[src/include/txdma_settings.svh]
/*
 * Transmit DMA build settings
 * Bus and frame widths, ring index width, word counter width,
 * FIFO depth, read-pause margin and the fill level that starts sending
 */
`ifndef TXDMA_SETTINGS_SVH
`define TXDMA_SETTINGS_SVH

// Bus and frame widths
`define TXDMA_DATA_W       32   // Memory word width
`define TXDMA_LEN_W        16   // Frame length field
`define TXDMA_IDX_W        7    // Descriptor ring index
`define TXDMA_CNT_W        14   // Word counters, LEN_W - 2

// Data FIFO sizing
`define TXDMA_FIFO_DEPTH   32   // Entries
`define TXDMA_FIFO_MARGIN  5    // Cushion below full where reads pause
`define TXDMA_START_LEVEL  8    // Fill level that lets the streamer start

`endif

[src/hw/txdma_pkg.sv]
/*
 * Transmit DMA shared types
 * Descriptor and status words, FIFO entry, controller states,
 * FIFO fill level and the status error rule
 */
`include "txdma_settings.svh"

package txdma_pkg;

    // MAC status, also the low 9 bits of a descriptor
    typedef struct packed {
        logic       underrun;           // Buffer underrun
        logic [3:0] retry_cnt;          // Retries before success
        logic       rl;                 // Retransmission limit
        logic       lc;                 // Late collision
        logic       df;                 // Deferred
        logic       cs;                 // Carrier sense lost
    } tx_stat_t;

    typedef struct packed {
        logic [`TXDMA_LEN_W-1:0] len;   // Frame length in bytes
        logic       ready;              // Owned by the DMA
        logic       irq;                // Interrupt when done
        logic       wrap;               // Last descriptor of the ring
        logic       pad;                // Pad short frames
        logic       crc;                // Append CRC
        logic [1:0] rsvd;
        tx_stat_t   stat;
    } tx_desc_t;

    typedef struct packed {
        logic       first;              // First word of the frame
        logic       last;               // Last word of the frame
        logic [1:0] valid_cnt;          // Valid bytes minus one
        logic [`TXDMA_DATA_W-1:0] data;
    } fifo_word_t;

    typedef enum logic [2:0] {
        ST_IDLE, ST_FETCH, ST_READ, ST_DRAIN, ST_STAT, ST_WB
    } ctrl_state_t;

    typedef logic [$clog2(`TXDMA_FIFO_DEPTH+1)-1:0] fifo_lvl_t;

    // Retry count alone is not an error
    function automatic logic stat_error(tx_stat_t s);
        return s.underrun | s.rl | s.lc | s.df | s.cs;
    endfunction

endpackage

[src/hw/txdma_word_fifo.sv]
/*
 * Synchronous FIFO of transmit words
 * Show-ahead output, fill count and synchronous clear
 */
`timescale 1ns/1ps
`include "txdma_settings.svh"

module txdma_word_fifo
    import txdma_pkg::*;
#(
    parameter int DEPTH = `TXDMA_FIFO_DEPTH
) (
    input  logic       clk,
    input  logic       reset,
    input  logic       clear,                   // Flush all entries
    input  logic       write,
    input  fifo_word_t din,
    input  logic       read,                    // Pop the head entry
    output fifo_word_t dout,                    // Head entry, valid when not empty
    output logic       empty,
    output logic       full,
    output logic [$clog2(DEPTH+1)-1:0] level
);

    localparam int AW = $clog2(DEPTH);
    localparam int LW = $clog2(DEPTH + 1);

    fifo_word_t    mem [DEPTH];
    logic [AW-1:0] wr_ptr;
    logic [AW-1:0] rd_ptr;

    assign dout  = mem[rd_ptr];                 // Show-ahead
    assign empty = (level == '0);
    assign full  = (level == LW'(DEPTH));

    always_ff @(posedge clk) begin
        if (write) mem[wr_ptr] <= din;
    end

    always_ff @(posedge clk or posedge reset) begin
        if (reset) begin
            wr_ptr <= '0;
            rd_ptr <= '0;
            level  <= '0;
        end else if (clear) begin
            wr_ptr <= '0;
            rd_ptr <= '0;
            level  <= '0;
        end else begin
            if (write) wr_ptr <= (wr_ptr == AW'(DEPTH - 1)) ? '0 : wr_ptr + 1'b1;
            if (read)  rd_ptr <= (rd_ptr == AW'(DEPTH - 1)) ? '0 : rd_ptr + 1'b1;
            case ({write, read})
                2'b10:   level <= level + 1'b1;
                2'b01:   level <= level - 1'b1;
                default: level <= level;        // Both or neither
            endcase
        end
    end

    // Reader pauses early enough to never overrun
    a_no_overflow: assert property (@(posedge clk) disable iff (reset)
        write && !clear |-> !full);

    // Streamer only pops what is there
    a_no_underflow: assert property (@(posedge clk) disable iff (reset)
        read && !clear |-> !empty);

endmodule

[src/hw/txdma_desc_ctrl.sv]
/*
 * Transmit descriptor controller
 * Six-state FSM over the descriptor ring, descriptor and pointer
 * registers, write-back word, ring index and interrupts
 */
`timescale 1ns/1ps
`include "txdma_settings.svh"

module txdma_desc_ctrl
    import txdma_pkg::*;
(
    input  logic        clk,
    input  logic        reset,
    input  logic        tx_en,                  // Transmit enable
    input  logic [`TXDMA_IDX_W-1:0] max_tx_bd,  // Highest ring index
    input  tx_desc_t    bd_desc,
    input  logic [31:0] bd_ptr,                 // Frame buffer byte address
    input  logic        bd_wait,                // Descriptor RAM busy
    output logic        bd_read,
    output logic        bd_write,
    output logic [`TXDMA_IDX_W-1:0] bd_index,
    output tx_desc_t    bd_writedata,
    input  logic        reads_done,             // Reader finished or drained
    input  logic        stat_ready,             // Streamer holds a status
    input  tx_stat_t    stat,
    input  logic        tx_retry,               // Send the same frame again
    output ctrl_state_t state,
    output logic        load,                   // First cycle of ST_READ
    output logic [31:0] ptr,
    output logic [`TXDMA_LEN_W-1:0] len,
    output logic        stat_done,              // Status consumed
    output logic        per_packet_pad,
    output logic        per_packet_crc,
    output logic        txb_irq,
    output logic        txe_irq
);

    tx_desc_t    desc;                          // Registered descriptor
    logic [31:0] bd_ptr_r;                      // Registered buffer pointer
    logic        fetch_ok;                      // Ready descriptor arrives
    logic        wb_done;                       // Write-back accepted

    assign fetch_ok = (state == ST_FETCH) & ~bd_wait & bd_desc.ready;
    assign wb_done  = (state == ST_WB) & ~bd_wait;

    assign bd_read  = (state == ST_FETCH);
    assign bd_write = (state == ST_WB);

    always_comb begin
        bd_writedata       = desc;
        bd_writedata.ready = 1'b0;              // Hand back to software
        bd_writedata.stat  = stat;
    end

    assign ptr            = bd_ptr_r;
    assign len            = desc.len;
    assign per_packet_pad = desc.pad;
    assign per_packet_crc = desc.crc;

    // Retry skips write-back, status still gets released
    assign stat_done = wb_done | ((state == ST_STAT) & stat_ready & tx_retry);

    //*********************************************************************
    // Main FSM
    always_ff @(posedge clk or posedge reset) begin
        if (reset) begin
            state <= ST_IDLE;
        end else begin
            case (state)
                ST_IDLE:  if (tx_en & ~stat_ready) state <= ST_FETCH;
                ST_FETCH: if (~bd_wait) state <= bd_desc.ready ? ST_READ : ST_IDLE;
                ST_READ: begin
                    if (reads_done)      state <= ST_STAT;
                    else if (stat_ready) state <= ST_DRAIN;     // MAC ended early
                end
                ST_DRAIN: if (reads_done) state <= ST_STAT;     // Pending reads landed
                ST_STAT:  if (stat_ready) state <= tx_retry ? ST_IDLE : ST_WB;
                ST_WB:    if (~bd_wait) state <= ST_IDLE;
                default:  state <= ST_IDLE;
            endcase
        end
    end

    always_ff @(posedge clk) begin
        if (fetch_ok) begin
            desc     <= bd_desc;
            bd_ptr_r <= bd_ptr;
        end
    end

    //*********************************************************************
    // Ring index, load strobe and interrupts
    always_ff @(posedge clk or posedge reset) begin
        if (reset) begin
            bd_index <= '0;
            load     <= 1'b0;
            txb_irq  <= 1'b0;
            txe_irq  <= 1'b0;
        end else begin
            load    <= fetch_ok;
            txb_irq <= wb_done & desc.irq & ~stat_error(stat);
            txe_irq <= wb_done & desc.irq & stat_error(stat);
            if (wb_done) begin
                if (desc.wrap | (bd_index == max_tx_bd)) bd_index <= '0;
                else                                     bd_index <= bd_index + 1'b1;
            end else if ((state == ST_IDLE) & ~tx_en) begin
                bd_index <= '0;                 // Restart the ring when disabled
            end
        end
    end

    a_bd_excl: assert property (@(posedge clk) disable iff (reset)
        !(bd_read && bd_write));

endmodule

[src/hw/txdma_mem_reader.sv]
/*
 * Frame buffer reader
 * Word count from length and offset, registered memory reads,
 * issue and receive counters, FIFO protection and word packing
 */
`timescale 1ns/1ps
`include "txdma_settings.svh"

module txdma_mem_reader
    import txdma_pkg::*;
(
    input  logic        clk,
    input  logic        reset,
    input  ctrl_state_t state,
    input  logic        load,                   // New frame parameters valid
    input  logic [31:0] ptr,
    input  logic [`TXDMA_LEN_W-1:0] len,
    input  logic        av_waitrequest,
    input  logic [`TXDMA_DATA_W-1:0] av_readdata,
    input  logic        av_readdatavalid,
    output logic        av_read,
    output logic [31:0] av_address,
    input  fifo_lvl_t   fifo_level,
    output logic        fifo_write,
    output fifo_word_t  fifo_din,
    output logic        reads_done              // Last word packed, or drain over
);

    localparam int LW        = `TXDMA_LEN_W;
    localparam int CW        = `TXDMA_CNT_W;
    localparam int THRESHOLD = `TXDMA_FIFO_DEPTH - `TXDMA_FIFO_MARGIN;

    logic [LW-1:0] tg_bytes;                    // len + offset + 3
    logic [CW-1:0] tg_cnt;                      // Words to read
    logic [CW-1:0] rd_cnt;                      // Reads issued
    logic [CW-1:0] wr_cnt;                      // Words written to FIFO
    logic [CW-1:0] pending;
    logic [CW:0]   committed;                   // FIFO fill once reads land
    logic [29:0]   word_addr;
    logic [1:0]    off;                         // Buffer byte offset
    logic [1:0]    len_lo;
    logic          pre_read;
    logic          issue;
    logic          hold;                        // FIFO protection pause
    logic [`TXDMA_DATA_W-1:0] rdata;
    logic          valid_rdata;
    logic          first_word;
    logic          last_word;

    assign tg_bytes  = len + LW'(ptr[1:0]) + LW'(3);
    assign pre_read  = (state == ST_READ) & ~load & ~hold & (rd_cnt != tg_cnt);
    assign issue     = pre_read & ~av_waitrequest;      // Enters the request register
    assign pending   = rd_cnt - wr_cnt;
    assign committed = (CW+1)'(fifo_level) + (CW+1)'(pending);

    //*********************************************************************
    // Request stage and counters
    always_ff @(posedge clk or posedge reset) begin
        if (reset) begin
            av_read     <= 1'b0;
            rd_cnt      <= '0;
            wr_cnt      <= '0;
            hold        <= 1'b0;
            valid_rdata <= 1'b0;
        end else begin
            if (~av_waitrequest) av_read <= pre_read;
            valid_rdata <= av_readdatavalid;
            hold        <= committed > (CW+1)'(THRESHOLD);  // One cycle behind
            if (load) begin
                rd_cnt <= '0;
                wr_cnt <= '0;
            end else begin
                if (issue)       rd_cnt <= rd_cnt + 1'b1;
                if (valid_rdata) wr_cnt <= wr_cnt + 1'b1;
            end
        end
    end

    always_ff @(posedge clk) begin
        rdata <= av_readdata;
        if (~av_waitrequest) av_address <= {word_addr, 2'b00};
        if (load) begin
            word_addr <= ptr[31:2];
            off       <= ptr[1:0];
            len_lo    <= len[1:0];
            tg_cnt    <= tg_bytes[LW-1:2];
        end else if (issue) begin
            word_addr <= word_addr + 1'b1;
        end
    end

    //*********************************************************************
    // Word packing
    assign first_word = (wr_cnt == '0);
    assign last_word  = ((wr_cnt + 1'b1) == tg_cnt);
    assign fifo_write = valid_rdata;

    always_comb begin
        fifo_din.first = first_word;
        fifo_din.last  = last_word;
        fifo_din.data  = first_word ? (rdata >> {off, 3'b000}) : rdata;
        case ({first_word, last_word})
            2'b11:   fifo_din.valid_cnt = len_lo - 2'd1;        // Whole frame in one word
            2'b10:   fifo_din.valid_cnt = 2'd3 - off;
            2'b01:   fifo_din.valid_cnt = len_lo + off - 2'd1;
            default: fifo_din.valid_cnt = 2'd3;
        endcase
    end

    assign reads_done = (valid_rdata & last_word) |
                        ((state == ST_DRAIN) & ~av_read & (rd_cnt == wr_cnt));

    // Data only comes back for an accepted, unanswered read
    a_no_stray_data: assert property (@(posedge clk) disable iff (reset)
        av_readdatavalid |-> (pending > CW'(valid_rdata) + CW'(av_read)));

endmodule

[src/hw/txdma_byte_streamer.sv]
/*
 * Byte streamer toward the MAC
 * Send FSM, byte select, frame markers, FIFO flush,
 * status capture and underrun flag
 */
`timescale 1ns/1ps
`include "txdma_settings.svh"

module txdma_byte_streamer
    import txdma_pkg::*;
(
    input  logic       clk,
    input  logic       reset,
    input  fifo_lvl_t  level,
    input  logic       reads_done,
    input  fifo_word_t fifo_dout,
    input  logic       fifo_empty,
    output logic       fifo_read,
    output logic [7:0] tx_data,
    output logic       tx_dv,
    output logic       tx_sop,
    output logic       tx_eop,
    input  logic       tx_ack,                  // MAC takes the current byte
    input  tx_stat_t   tx_stat,
    input  logic       tx_stat_valid,
    output logic       stat_ready,              // Held until stat_done
    output tx_stat_t   stat,
    input  logic       stat_done,
    output logic       tx_underrun
);

    typedef enum logic [1:0] {TX_IDLE, TX_SEND, TX_WAIT} tx_state_t;

    tx_state_t  tx_state;
    logic [1:0] byte_idx;
    logic       last_byte;                      // Last valid byte of the head word
    logic       frame_end;
    logic       start;

    assign start     = (level >= fifo_lvl_t'(`TXDMA_START_LEVEL)) | reads_done;
    assign last_byte = (byte_idx == fifo_dout.valid_cnt);
    assign frame_end = tx_ack & ~fifo_empty & last_byte & fifo_dout.last;

    assign tx_data     = fifo_dout.data[byte_idx*8 +: 8];
    assign tx_dv       = (tx_state == TX_SEND);
    assign tx_sop      = tx_dv & (byte_idx == 2'd0) & fifo_dout.first;
    assign tx_eop      = tx_dv & last_byte & fifo_dout.last;
    assign tx_underrun = tx_dv & tx_ack & fifo_empty;

    // Pop after the last byte, flush everything left while waiting
    assign fifo_read = ~fifo_empty &
                       (((tx_state == TX_SEND) & last_byte & tx_ack) | (tx_state == TX_WAIT));

    always_ff @(posedge clk or posedge reset) begin
        if (reset) begin
            tx_state   <= TX_IDLE;
            byte_idx   <= 2'd0;
            stat_ready <= 1'b0;
        end else begin
            case (tx_state)
                TX_IDLE: begin
                    byte_idx <= 2'd0;
                    if (start) tx_state <= TX_SEND;
                end
                TX_SEND: begin
                    if (tx_ack & ~fifo_empty) byte_idx <= last_byte ? 2'd0 : byte_idx + 1'b1;
                    if (frame_end | tx_stat_valid) tx_state <= TX_WAIT;  // Early status aborts
                end
                TX_WAIT: if (stat_done) tx_state <= TX_IDLE;
                default: tx_state <= TX_IDLE;
            endcase
            if (stat_done)
                stat_ready <= 1'b0;
            else if (tx_stat_valid & (tx_state != TX_IDLE))
                stat_ready <= 1'b1;
        end
    end

    always_ff @(posedge clk) begin
        if (tx_stat_valid) stat <= tx_stat;
    end

endmodule

[src/hw/txdma_top.sv]
/*
 * Transmit DMA top level
 * Descriptor controller, memory reader, word FIFO and byte streamer
 */
`timescale 1ns/1ps
`include "txdma_settings.svh"

module txdma_top
    import txdma_pkg::*;
(
    input  logic        clk,
    input  logic        reset,
    input  logic        tx_en,
    input  logic [`TXDMA_IDX_W-1:0] max_tx_bd,
    // Descriptor RAM
    input  tx_desc_t    bd_desc,
    input  logic [31:0] bd_ptr,
    input  logic        bd_wait,
    output logic        bd_read,
    output logic        bd_write,
    output logic [`TXDMA_IDX_W-1:0] bd_index,
    output tx_desc_t    bd_writedata,
    // Memory
    input  logic        av_waitrequest,
    input  logic [`TXDMA_DATA_W-1:0] av_readdata,
    input  logic        av_readdatavalid,
    output logic        av_read,
    output logic [31:0] av_address,
    // MAC
    output logic [7:0]  tx_data,
    output logic        tx_dv,
    output logic        tx_sop,
    output logic        tx_eop,
    input  logic        tx_ack,
    input  tx_stat_t    tx_stat,
    input  logic        tx_stat_valid,
    input  logic        tx_retry,
    output logic        per_packet_pad,
    output logic        per_packet_crc,
    output logic        tx_underrun,
    output logic        txb_irq,
    output logic        txe_irq
);

    ctrl_state_t state;
    logic        load;
    logic [31:0] ptr;
    logic [`TXDMA_LEN_W-1:0] len;
    logic        reads_done;
    logic        stat_ready;
    logic        stat_done;
    tx_stat_t    stat;
    logic        fifo_write;
    logic        fifo_read;
    logic        fifo_empty;
    fifo_word_t  fifo_din;
    fifo_word_t  fifo_dout;
    fifo_lvl_t   fifo_level;

    txdma_desc_ctrl ctrl_i (
        .clk, .reset, .tx_en, .max_tx_bd,
        .bd_desc, .bd_ptr, .bd_wait, .bd_read, .bd_write, .bd_index, .bd_writedata,
        .reads_done, .stat_ready, .stat, .tx_retry,
        .state, .load, .ptr, .len, .stat_done,
        .per_packet_pad, .per_packet_crc, .txb_irq, .txe_irq
    );

    txdma_mem_reader reader_i (
        .clk, .reset, .state, .load, .ptr, .len,
        .av_waitrequest, .av_readdata, .av_readdatavalid, .av_read, .av_address,
        .fifo_level, .fifo_write, .fifo_din, .reads_done
    );

    txdma_word_fifo #(.DEPTH(`TXDMA_FIFO_DEPTH)) fifo_i (
        .clk, .reset,
        .clear (state == ST_IDLE),              // Drop leftovers between frames
        .write (fifo_write),
        .din   (fifo_din),
        .read  (fifo_read),
        .dout  (fifo_dout),
        .empty (fifo_empty),
        .full  (),
        .level (fifo_level)
    );

    txdma_byte_streamer streamer_i (
        .clk, .reset,
        .level (fifo_level),
        .reads_done, .fifo_dout, .fifo_empty, .fifo_read,
        .tx_data, .tx_dv, .tx_sop, .tx_eop, .tx_ack, .tx_stat, .tx_stat_valid,
        .stat_ready, .stat, .stat_done, .tx_underrun
    );

endmodule

[config.mk]
export PLATFORM = sky130hd
export DESIGN_NAME = txdma_top
export DESIGN_NICKNAME = d
export VERILOG_FILES = /design/src/hw/txdma_pkg.sv /design/src/hw/txdma_word_fifo.sv /design/src/hw/txdma_desc_ctrl.sv /design/src/hw/txdma_mem_reader.sv /design/src/hw/txdma_byte_streamer.sv /design/src/hw/txdma_top.sv
export VERILOG_INCLUDE_DIRS = /design/src /design/src/include
export SDC_FILE = /design/constraint.sdc
export NUM_CORES = 1
export LEC_CHECK = 0
export ABC_AREA = 1
export BUFFER_PORTS_ARGS = -buffer_cell sky130_fd_sc_hd__buf_4
export CAP_MARGIN = 20
export CORE_MARGIN = 8
export CORE_UTILIZATION = 45
export CTS_CLUSTER_SIZE = 28
export DETAILED_ROUTE_END_ITERATION = 10
export SETUP_SLACK_MARGIN = 0.05
export SLEW_MARGIN = 20
export SYNTH_ARGS = -nofsm -noshare
export SYNTH_HDL_FRONTEND = slang
export SYNTH_SLANG_ARGS = --single-unit
[constraint.sdc]
create_clock -name clk -period 3.8 [get_ports clk]
set_clock_uncertainty 0.05 [all_clocks]
set_input_delay 0.95 -clock clk [delete_from_list [all_inputs] [get_ports clk]]
set_output_delay 0.95 -clock clk [all_outputs]
set_load 0.01 [all_outputs]
=== Yosys cells after proc, flatten, opt, wreduce, memory -nomap -nowiden ===
Memories as Yosys holds them, arrays and structs flattened.
Index checks and enable logic that the tools add are counted.

* Flip-flop bits (word level): 238
* Memory bits (writable): 1152
* Output and inout bits: 90
* Logic and storage cells: 191
* Memories: 1

* Add/subtract/negate cells: 17
* Magnitude comparators: 2
* Equality and inequality tests: 29
* Shift operators: 2
* Muxes and demuxes: 40
* Bitwise logic cells: 48
* Reductions and logical operators: 17

{| class="wikitable"
|+ Memory list
! memory !! words !! bits a word !! read ports !! clocked after memory_dff !! wr ports !! line !! source
|-
| fifo_i.mem || 32 || 36 || 1 || 0 || 1 || txdma_word_fifo.sv:28 || <nowiki>fifo_word_t mem [DEPTH];</nowiki>
|}

{| class="wikitable"
|+ Operators with widths
! kind !! number
|-
| two-way mux 30 bit || 2
|-
| two-way mux 14 bit || 4
|-
| two-way mux 32 bit || 1
|-
| variable part select 32 x 6 -> 8 bit || 1
|-
| >> shifter 32 x 5 -> 32 bit || 1
|-
| adder 30 x 1 -> 30 bit, second input constant || 1
|-
| two-way mux 5 bit || 6
|-
| AND 1 bit || 29
|-
| adder 14 x 1 -> 14 bit, second input constant || 2
|-
| == test 14 bit || 2
|-
| two-way mux 3 bit || 8
|-
| two-way mux 7 bit || 3
|-
| one-hot mux 3 bit (6 select lines) || 1
|-
| adder 16 x 2 -> 16 bit || 1
|-
| adder 16 x 2 -> 16 bit, second input constant || 1
|-
| nonzero test 2 bit || 8
|-
| adder 6 x 14 -> 15 bit || 1
|-
| > comparator 15 x 5 -> 1 bit, second input constant || 1
|-
| logical NOT 14 bit || 1
|-
| != test 14 bit || 1
|-
| subtractor 14 bit || 1
|-
| two-way mux 2 bit || 6
|-
| != test 2 bit, second input constant || 6
|-
| one-hot mux 2 bit (3 select lines) || 2
|-
| 32 further kinds || 65
|}

=== Logic depth before layout (Yosys ltp) ===
Gate-level depths: netlist (run 1).
An unclocked memory read counts as a cell.

* Depth in word-level cells: 9
* Depth in mapped cells: 26

=== By module ===
From an unflattened synthesis (run 1), not the netlist that was laid out.

* Cell total of the unflattened synthesis: 5476
* Area, all modules: 60262.8 um^2

{| class="wikitable"
|+ Modules (own cells, without submodules)
! module !! times used !! cells each !! area an instance (um^2) !! seq. area each (um^2)
|-
| txdma_word_fifo || 1 || 4143 || 48370.1 || 34993.6
|-
| txdma_mem_reader || 1 || 1010 || 8266.7 || 3758.6
|-
| txdma_desc_ctrl || 1 || 210 || 2735.1 || 1946.9
|-
| txdma_byte_streamer || 1 || 109 || 873.3 || 395.4
|-
| txdma_top || 1 || 4 || 17.5 || 0.0
|}

=== Least setup slack after synthesis (run 1) ===
No wires, ideal clock.

* Path type: input-to-reg
* Start: input bd_desc[15] (netlist bit)
* End: register ctrl_i.desc, in the netlist ctrl_i.bd_writedata[10] (enable)
* Setup time: 0.467 ns
* Data arrival time: 3.310 ns
* Data required time: 3.283 ns
* Setup slack: -0.027 ns
* Stages: 2
* Path buffers: 0
* Path through: nand2_1 > nor2_1

* Cells in the longest elaborated chain, start to end: 1

{| class="wikitable"
|+ Ends and longest elaborated chain
! what !! line !! source
|-
| from (decl) || txdma_top.sv:16 || <nowiki>input tx_desc_t bd_desc,</nowiki>
|-
| AND 1 bit || txdma_desc_ctrl.sv:43 || <nowiki>assign fetch_ok = (state == ST_FETCH) & ~bd_wait & bd_desc.ready;</nowiki>
|-
| named net ctrl_i.fetch_ok || txdma_desc_ctrl.sv:40 || <nowiki>logic fetch_ok;</nowiki>
|-
| to (signal assigned) || txdma_desc_ctrl.sv:86 || <nowiki>desc <= bd_desc;</nowiki>
|-
| to (decl) || txdma_desc_ctrl.sv:38 || <nowiki>tx_desc_t desc;</nowiki>
|}

The timed path passes the listed nets, and every way through them passes these cells.
A chain may end at the register's enable or synchronous reset.

=== Worst setup path after layout (run 1) ===
* Start: register fifo_i.rd_ptr[2]
* End: output tx_data[1]

* Cells in the longest elaborated chain, start to end: 2

{| class="wikitable"
|+ Ends and longest elaborated chain
! what !! line !! source
|-
| from (decl) || txdma_word_fifo.sv:30 || <nowiki>logic [AW-1:0] rd_ptr;</nowiki>
|-
| from (signal assigned) || txdma_word_fifo.sv:51 || <nowiki>if (read) rd_ptr <= (rd_ptr == AW'(DEPTH - 1)) ? '0 : rd_ptr + 1'b1;</nowiki>
|-
| memory read (32 x 36 bit) || n/a ||
|-
| variable part select 32 x 6 -> 8 bit || txdma_byte_streamer.sv:44 || <nowiki>assign tx_data = fifo_dout.data[byte_idx*8 +: 8];</nowiki>
|-
| to (decl) || txdma_top.sv:30 || <nowiki>output logic [7:0] tx_data,</nowiki>
|}

No other way between the ends.

==> impl_metrics.csv, run 1 <==
group,metric,value,unit
synthesis,syn_avg_cell_area,12.6,sq um
clock_tree,cts_max_path_buffers,3,
route,viasPerCell,5.95,
die,coreArea,0.127,sq mm
die,die_h,373,um
die,dieArea,0.139,sq mm
status,failed_checks,"setup timing",
sta,fin_crit,4.12,ns
clock_tree,cts_tree,"built",
power,seqPwrFrac,0.389,
clock_tree,clockRootBuffer,"clkbuf_16",
power,combPwrFrac,0.345,
place,dpl.hpwl,93500,um
sta,relSlewSlack,0.303,
route,finalWirelength,177000,um
flow_run,cap_violations,0,
worst_setup_path,path_max_fanout,16,
sta,rsz0062_at_grt,"true",
grt,antenna_found_initial,1,
status,outcome,"finished with violations",
clock_tree,cts.reportedPaths.clkPinSlew,0.06,ns
route,dr.pass1.iters,6,
worst_hold_path,hp-class,"in2async",
worst_setup_path,crit_path_end_kind,"output port",
layout,area_growth,20.2,%
place,numPortBuffers,198,
route,vias,39600,
layout,n_antenna_cell,0,
power,switchingPower,0.0174,W
sta,worstMarginPinSlew,1.03,ns
die,start_util,0.451,
sta,hold_violations,0,
sta,drv_slew,0,
clock_tree,clk_latency,0.78,ns
sta,finalWorstSetupSlack,-0.324,ns
clock_tree,cts_sinks,1390,
synthesis,synth-seq-area-share,0.718,
power,power_per_cell_area,731,mW/mm^2
grt,grt_pass1_vias,38200,
worst_setup_path,required,2.80,ns
layout,final_cell_mix,"edfxtp_1, nand2_1, nor2_1",
grt,grt_pass1_wl,255000,um
layout,final_nets,5050,
synthesis,synth_ff_type,"edfxtp_1",
synthesis,ys_types,59,
synthesis,async_reset_ff_frac,0.0468,
route,drc_errors,0,
clock_tree,h-tree-depth,4,
power,power.total,0.0503,W
layout,final_common_cell,"edfxtp_1",
worst_setup_path,worst_setup_path_start_kind,"register",
grt,grt_overflow,0,
sta,finalCritPeriodShare,1.09,
power,leakage,24.4,nW
layout,drive_gt1_frac,0.168,
sta,finalSetupViolCount,10,
die,pin_count,211,
place,gp_congestion,0.868,
power,power.internal,0.0329,W
synthesis,synth_edf_count,1293,
grt,grt_usage,0.249,
power,irDropWorstVdd,452,uV
synthesis,ys_seq_elements,1390,
sta,max_freq,242,MHz
synthesis,ys.warnings.count,0,
route,routedWlPerCell,26.6,um
power,power_switching_share,0.346,
worst_setup_path,worst-setup-path-type,"reg2out",
worst_setup_path,cp_data_arrival_time,3.12,ns
sta,hold_slack,0.0648,ns
die,die_w,373,um
worst_setup_path,r2r_slack,0.15,ns
route,ant_nets,0,
grt,grt_max_degree,65,
power,p_clk_frac,0.267,
route,drt_iter0_drc,3980,
clock_tree,cts_buffers,141,
synthesis,syn-cell-area,0.0572,sq mm
synthesis,syn_inst,4542,
die,rows,131,
==> through the flow <==
stage          setup slack, ns  TNS, ns  utilization  cells  instance area, sq um
2_1_floorplan            0.350        0            -   4544                 57200
3_3_place_gp             0.177        0        0.488   6317                 61900
3_5_place_dp             0.154        0        0.488   6317                 61900
4_1_cts                 -0.349    -3.22        0.538   6642                 68300
5_1_grt                 -0.400    -3.69        0.542   6657                 68800
6_report                -0.324    -2.79        0.542   6657                 68800
==> power groups by stage <==
| stage | registers [W] | clock network [W] | logic [W] |
|---|---|---|---|
| final | 0.0195 | 0.0134 | 0.0173 |
| after global routing | 0.0196 | 0.0141 | 0.0186 |
| after CTS | 0.0195 | 0.0135 | 0.0166 |
| after detailed placement | 0.0198 | 0 | 0.0142 |
| after global placement | 0.0198 | 0 | 0.0140 |
| after floorplan | 0.0198 | 0 | 0.00905 |
==> layer usage <==
metal	routed length, um	track usage	share of wire
met5	0	0	0
met4	7030	0.0979	0.040
met3	15200	0.0418	0.086
met2	85200	0.411	0.48
met1	69400	0.329	0.39
==> logic make-up (layout without fill, tap and decap cells) <==
family / count (synthesis) / count (layout) / synth area share
AO/OA/AOI/OAI: 1058 / 1058 / 0.113
XOR/XNOR: 78 / 78 / 0.0122
adder cells (fa/ha/maj): 45 / 45 / 0.0104
buffers and inverters: 448 / 898 / 0.0356
flip-flops: 1390 / 1390 / 0.718
multiplexers: 1 / 1 / 0.000175
other: 1 / 3 / 0.0000655
AND/OR/NAND/NOR: 1521 / 1522 / 0.111
==> critical path, cell delays in order, from the launching register on <==
cell      delay, ns
dfrtp_4        0.57
inv_12         0.17
buf_16         0.21
buf_16         0.19
buf_4          0.17
o221ai_1       0.12
o21ai_1        0.22
o221ai_2       0.14
nand3_1        0.21
nand3_2        0.09
nand2_2        0.12
buf_6          0.11
==> final cells by class <==
cell class / instances / area [sq um]
Clock buffer: 191 / 3860
Clock inverter: 63 / 536
Fill cell: 10500 / 58100
Inverter: 183 / 734
Multi-Input combinational cell: 2707 / 15100
Sequential cell: 1390 / 41100
Tap cell: 1662 / 2080
Timing Repair Buffer: 459 / 5320
Timing Repair inverter: 2 / 27.5
==> sequential cells by signal, summed over array words and instances (netlist names), 5 cells and up <==
| register | cells |
|---|---|
| fifo_i.rd_ptr | 5 |
| streamer_i.stat | 9 |
| reader_i.tg_cnt | 14 |
| ctrl_i.len | 16 |
| reader_i.word_addr | 30 |
| fifo_i.wr_ptr | 5 |
| fifo_i.mem | 1152 |
| reader_i.wr_cnt | 14 |
| reader_i.rd_cnt | 14 |
| ctrl_i.ptr | 32 |
| reader_i.rdata | 32 |
| reader_i.av_address | 30 |
| ctrl_i.bd_index | 7 |
| fifo_i.level | 6 |
==> Yosys cell counts (4+ instances only) <==
| library cell | number | area [sq um] |
|---|---|---|
| a211oi_1 | 10 | 75.1 |
| a21o_1 | 25 | 188 |
| a21oi_1 | 194 | 971 |
| a221oi_1 | 8 | 70.1 |
| a31oi_1 | 13 | 81.3 |
| buf_1 | 13 | 48.8 |
| buf_2 | 108 | 541 |
| buf_4 | 33 | 248 |
| buf_6 | 13 | 146 |
| clkbuf_1 | 98 | 368 |
| clkinv_1 | 5 | 18.8 |
| dfrtp_1 | 65 | 1630 |
| dfxtp_1 | 32 | 641 |
| edfxtp_1 | 1293 | 38800 |
| fa_1 | 4 | 80.1 |
| ha_1 | 41 | 513 |
| inv_1 | 174 | 653 |
| nand2_1 | 661 | 2480 |
| nand2_2 | 7 | 43.8 |
| nand3_1 | 215 | 1080 |
| nand3_2 | 7 | 70.1 |
| nand3b_1 | 4 | 30.0 |
| nand4_1 | 44 | 275 |
| nor2_1 | 517 | 1940 |
| nor2_2 | 6 | 37.5 |
| nor3_1 | 39 | 195 |
| nor4_1 | 6 | 37.5 |
| o211a_1 | 8 | 80.1 |
| o211ai_1 | 7 | 52.6 |
| o21ai_0 | 410 | 2050 |
| o21ai_1 | 16 | 80.1 |
| o221ai_1 | 181 | 1590 |
| o22ai_1 | 161 | 1010 |
| o31ai_1 | 13 | 97.6 |
| xnor2_1 | 25 | 219 |
| xor2_1 | 52 | 455 |
==> what timing repair did <==
action	CTS	global route
resized for setup	166	66
hold buffers	0	0
endpoints found under the setup margin	10	12
pin swaps	46	29
buffers inserted	40	9
cloned	31	6
==> final timing paths <==
kind / start / end / cells after the start
worst max-delay path: fifo_i.rd_ptr[2] / tx_data[1] / 11
worst min-delay path: reset / ctrl_i.bd_index[4] / 2
worst max register to register: fifo_i.rd_ptr[0] / fifo_i.level[5] / 24
worst min register to register: ctrl_i.ptr[0] / reader_i.off[0] / 0
max in group asynchronous: reset / ctrl_i.load / 3
min in group clk: av_readdata[6] / reader_i.rdata[6] / 1
No activity file was read; power rests on OpenSTA's default activity.
==> run 2: changes to the inputs <==
CORE_ASPECT_RATIO = 0.9   (was unset)
==> run 2 against run 1 <==
  * The run still ends with setup timing left
  * Register-to-register slack lost 0.05 ns
  * Sequential cell count unchanged
  * Count of clock-buffer cells in the layout down 1
  * Clock power barely moved
  * Global-route usage shrank 1.2 points
  * Final cell count grew 0.93%
  * Core utilization up 0.32 points
  * Combinational power about the same
  * First-iteration DRC count up 18%
  * Worst hold slack improved by 0.18 ns
  * Total power increased by 0.64%
==> impl_metrics.csv, run 2 (synthesis gave the netlist of run 1 again) <==
group,metric,value,unit
clock_tree,cts_sinks,1390,
clock_tree,cts_max_path_buffers,3,
grt,grt_max_degree,62,
status,outcome,"finished with violations",
worst_setup_path,path_cells,"buf_16 > buf_6 > buf_4 > buf_4 > o21ai_0 > o22ai_1 > nor2_1 > o22ai_2 > nand2_1 > nand3_2 > nand3_4 > nand2_4 > buf_6",
die,pin_count,211,
die,die_w,392,um
flow_run,cap_violations,0,
layout,design_area,0.0690,sq mm
power,irDropWorstVdd,469,uV
worst_hold_path,hp-start,"av_readdata[7]",
clock_tree,cts.reportedPaths.clkPinSlew,0.06,ns
worst_setup_path,startpoint,"fifo_i.rd_ptr[1]",
clock_tree,h-tree-depth,4,
sta,finalWorstSetupSlack,-0.311,ns
sta,finalSetupViolCount,10,
clock_tree,clockRootBuffer,"clkbuf_16",
worst_setup_path,cp_slowest_stage_delay,0.62,ns
place,numPortBuffers,198,
layout,n_antenna_cell,0,
route,finalWirelength,174000,um
sta,worstMarginPinSlew,0.933,ns
worst_setup_path,cp_data_arrival_time,3.11,ns
sta,finalCritPeriodShare,1.08,
worst_setup_path,required,2.80,ns
layout,drive_gt1_frac,0.173,
worst_hold_path,hp-class,"in2reg",
layout,largest_reg_flops,1152,
power,leakage,24.5,nW
clock_tree,cts_buffers,144,
route,drc_errors,0,
route,dr.pass1.iters,7,
status,failed_checks,"setup timing",
grt,grt_pass1_vias,36800,
route,drt_iter0_drc,4692,
worst_setup_path,worst_setup_path_start_kind,"register",
worst_setup_path,crit_path_end_kind,"output port",
worst_setup_path,worst-setup-path-type,"reg2out",
place,gp_congestion,0.843,
route,vias,39600,
grt,antenna_found_initial,0,
clock_tree,clk_latency,0.76,ns
sta,relSlewSlack,0.378,
die,rows,124,
clock_tree,cts_hold_buf,0,
sta,hold_slack,0.242,ns
die,coreArea,0.127,sq mm
power,power_per_cell_area,733,mW/mm^2
grt,grt_usage,0.237,
grt,grt_overflow,0,
layout,area_growth,20.7,%
sta,fin_crit,4.11,ns
die,dieArea,0.139,sq mm
layout,final_nets,5072,
route,viasPerCell,5.89,
sta,setup_tns,-2.65,ns
worst_setup_path,cp_slowest_cell,"dfrtp_4",
clock_tree,cts_tree,"built",
route,ant_nets,0,
place,dpl.hpwl,92800,um
die,start_util,0.452,
layout,final_common_cell,"edfxtp_1",
place,place_area,0.0620,sq mm
sta,max_freq,243,MHz
sta,hold_violations,0,
worst_setup_path,path_max_fanout,8,
sta,drv_slew,0,
grt,grt_pass1_wl,246000,um
route,routedWlPerCell,26.0,um
die,die_h,354,um
layout,top_register,"fifo_i.mem",
sta,rsz0062_at_grt,"true",
worst_setup_path,r2r-start,"fifo_i.rd_ptr[0]",
layout,final_cell_mix,"edfxtp_1, nand2_1, nor2_1",
==> run 2: cell types whose count changed in the layout (fill, tap and decap cells not counted), sizes merged <==
cell / delta
clkinv: +2
inv: +4
clkinvlp: +1
buf: +2
bufbuf: -2
clkbuf: +16
==> run 2: area by class of cell <==
class                           count  area [sq um]
Multi-Input combinational cell   2707         15100
Timing Repair inverter              4          35.0
Clock buffer                      190          3910
Clock inverter                     68           556
Fill cell                       10500         57600
Tap cell                         1701          2130
Inverter                          183           731
Sequential cell                  1390         41100
Timing Repair Buffer              476          5480
==> run 2: where the power goes <==
| part | leakage (nW) | switching, W | total [W] | internal, W |
|---|---|---|---|---|
| combinational | 9.49 | 0.0112 | 0.0175 | 0.00639 |
| clock | 2.18 | 0.00590 | 0.0135 | 0.00762 |
| sequential | 12.8 | 0.000398 | 0.0195 | 0.0191 |
==> run 2: through the flow <==
step                      total power (W)  instances   util  setup slack, ns
after CTS                          0.0491       6662  0.534           -0.356
final                              0.0506       6719  0.545           -0.311
after global routing               0.0527       6719  0.545           -0.388
after detailed placement           0.0342       6367  0.490            0.141
after floorplan                    0.0288       4544      -            0.350
after global placement             0.0340       6367  0.490            0.128
==> run 2: what timing repair did <==
action                     CTS  global route
resized for setup           98           132
setup buffers               20            32
cloned                      17            26
pin swaps                    8            56
setup endpoints to repair   10            13
==> run 2: critical path: cells and delay by family (launching register included) <==
| family | cells | cell delay (ns) |
|---|---|---|
| compound gates | 3 | 0.51 |
| buf+inv | 5 | 0.61 |
| flops | 1 | 0.62 |
| simple gates | 5 | 0.60 |
==> run 2: layer usage <==
layer | routed length [um] | up-vias | share of wire | GRT usage
met1 | 72700 | 19700 | 0.42 | 0.342
met2 | 80200 | 1971 | 0.46 | 0.369
li1 | - | 17600 | - | -
met4 | 4980 | 0 | 0.029 | 0.0723
met5 | 0 | - | 0 | 0
met3 | 16600 | 315 | 0.095 | 0.0393
==> run 2: worst paths after layout <==
kind / end / cells past startpoint / slack (ns)
max: tx_data[5] / 13 / -0.31
min: reader_i.rdata[7] / 1 / 0.24
max reg2reg: fifo_i.level[5] / 26 / 0.10
min reg2reg: reader_i.off[0] / 0 / 0.41
max in group asynchronous: ctrl_i.load / 3 / 2.72
min in group asynchronous: ctrl_i.bd_index[0] / 2 / 0.29
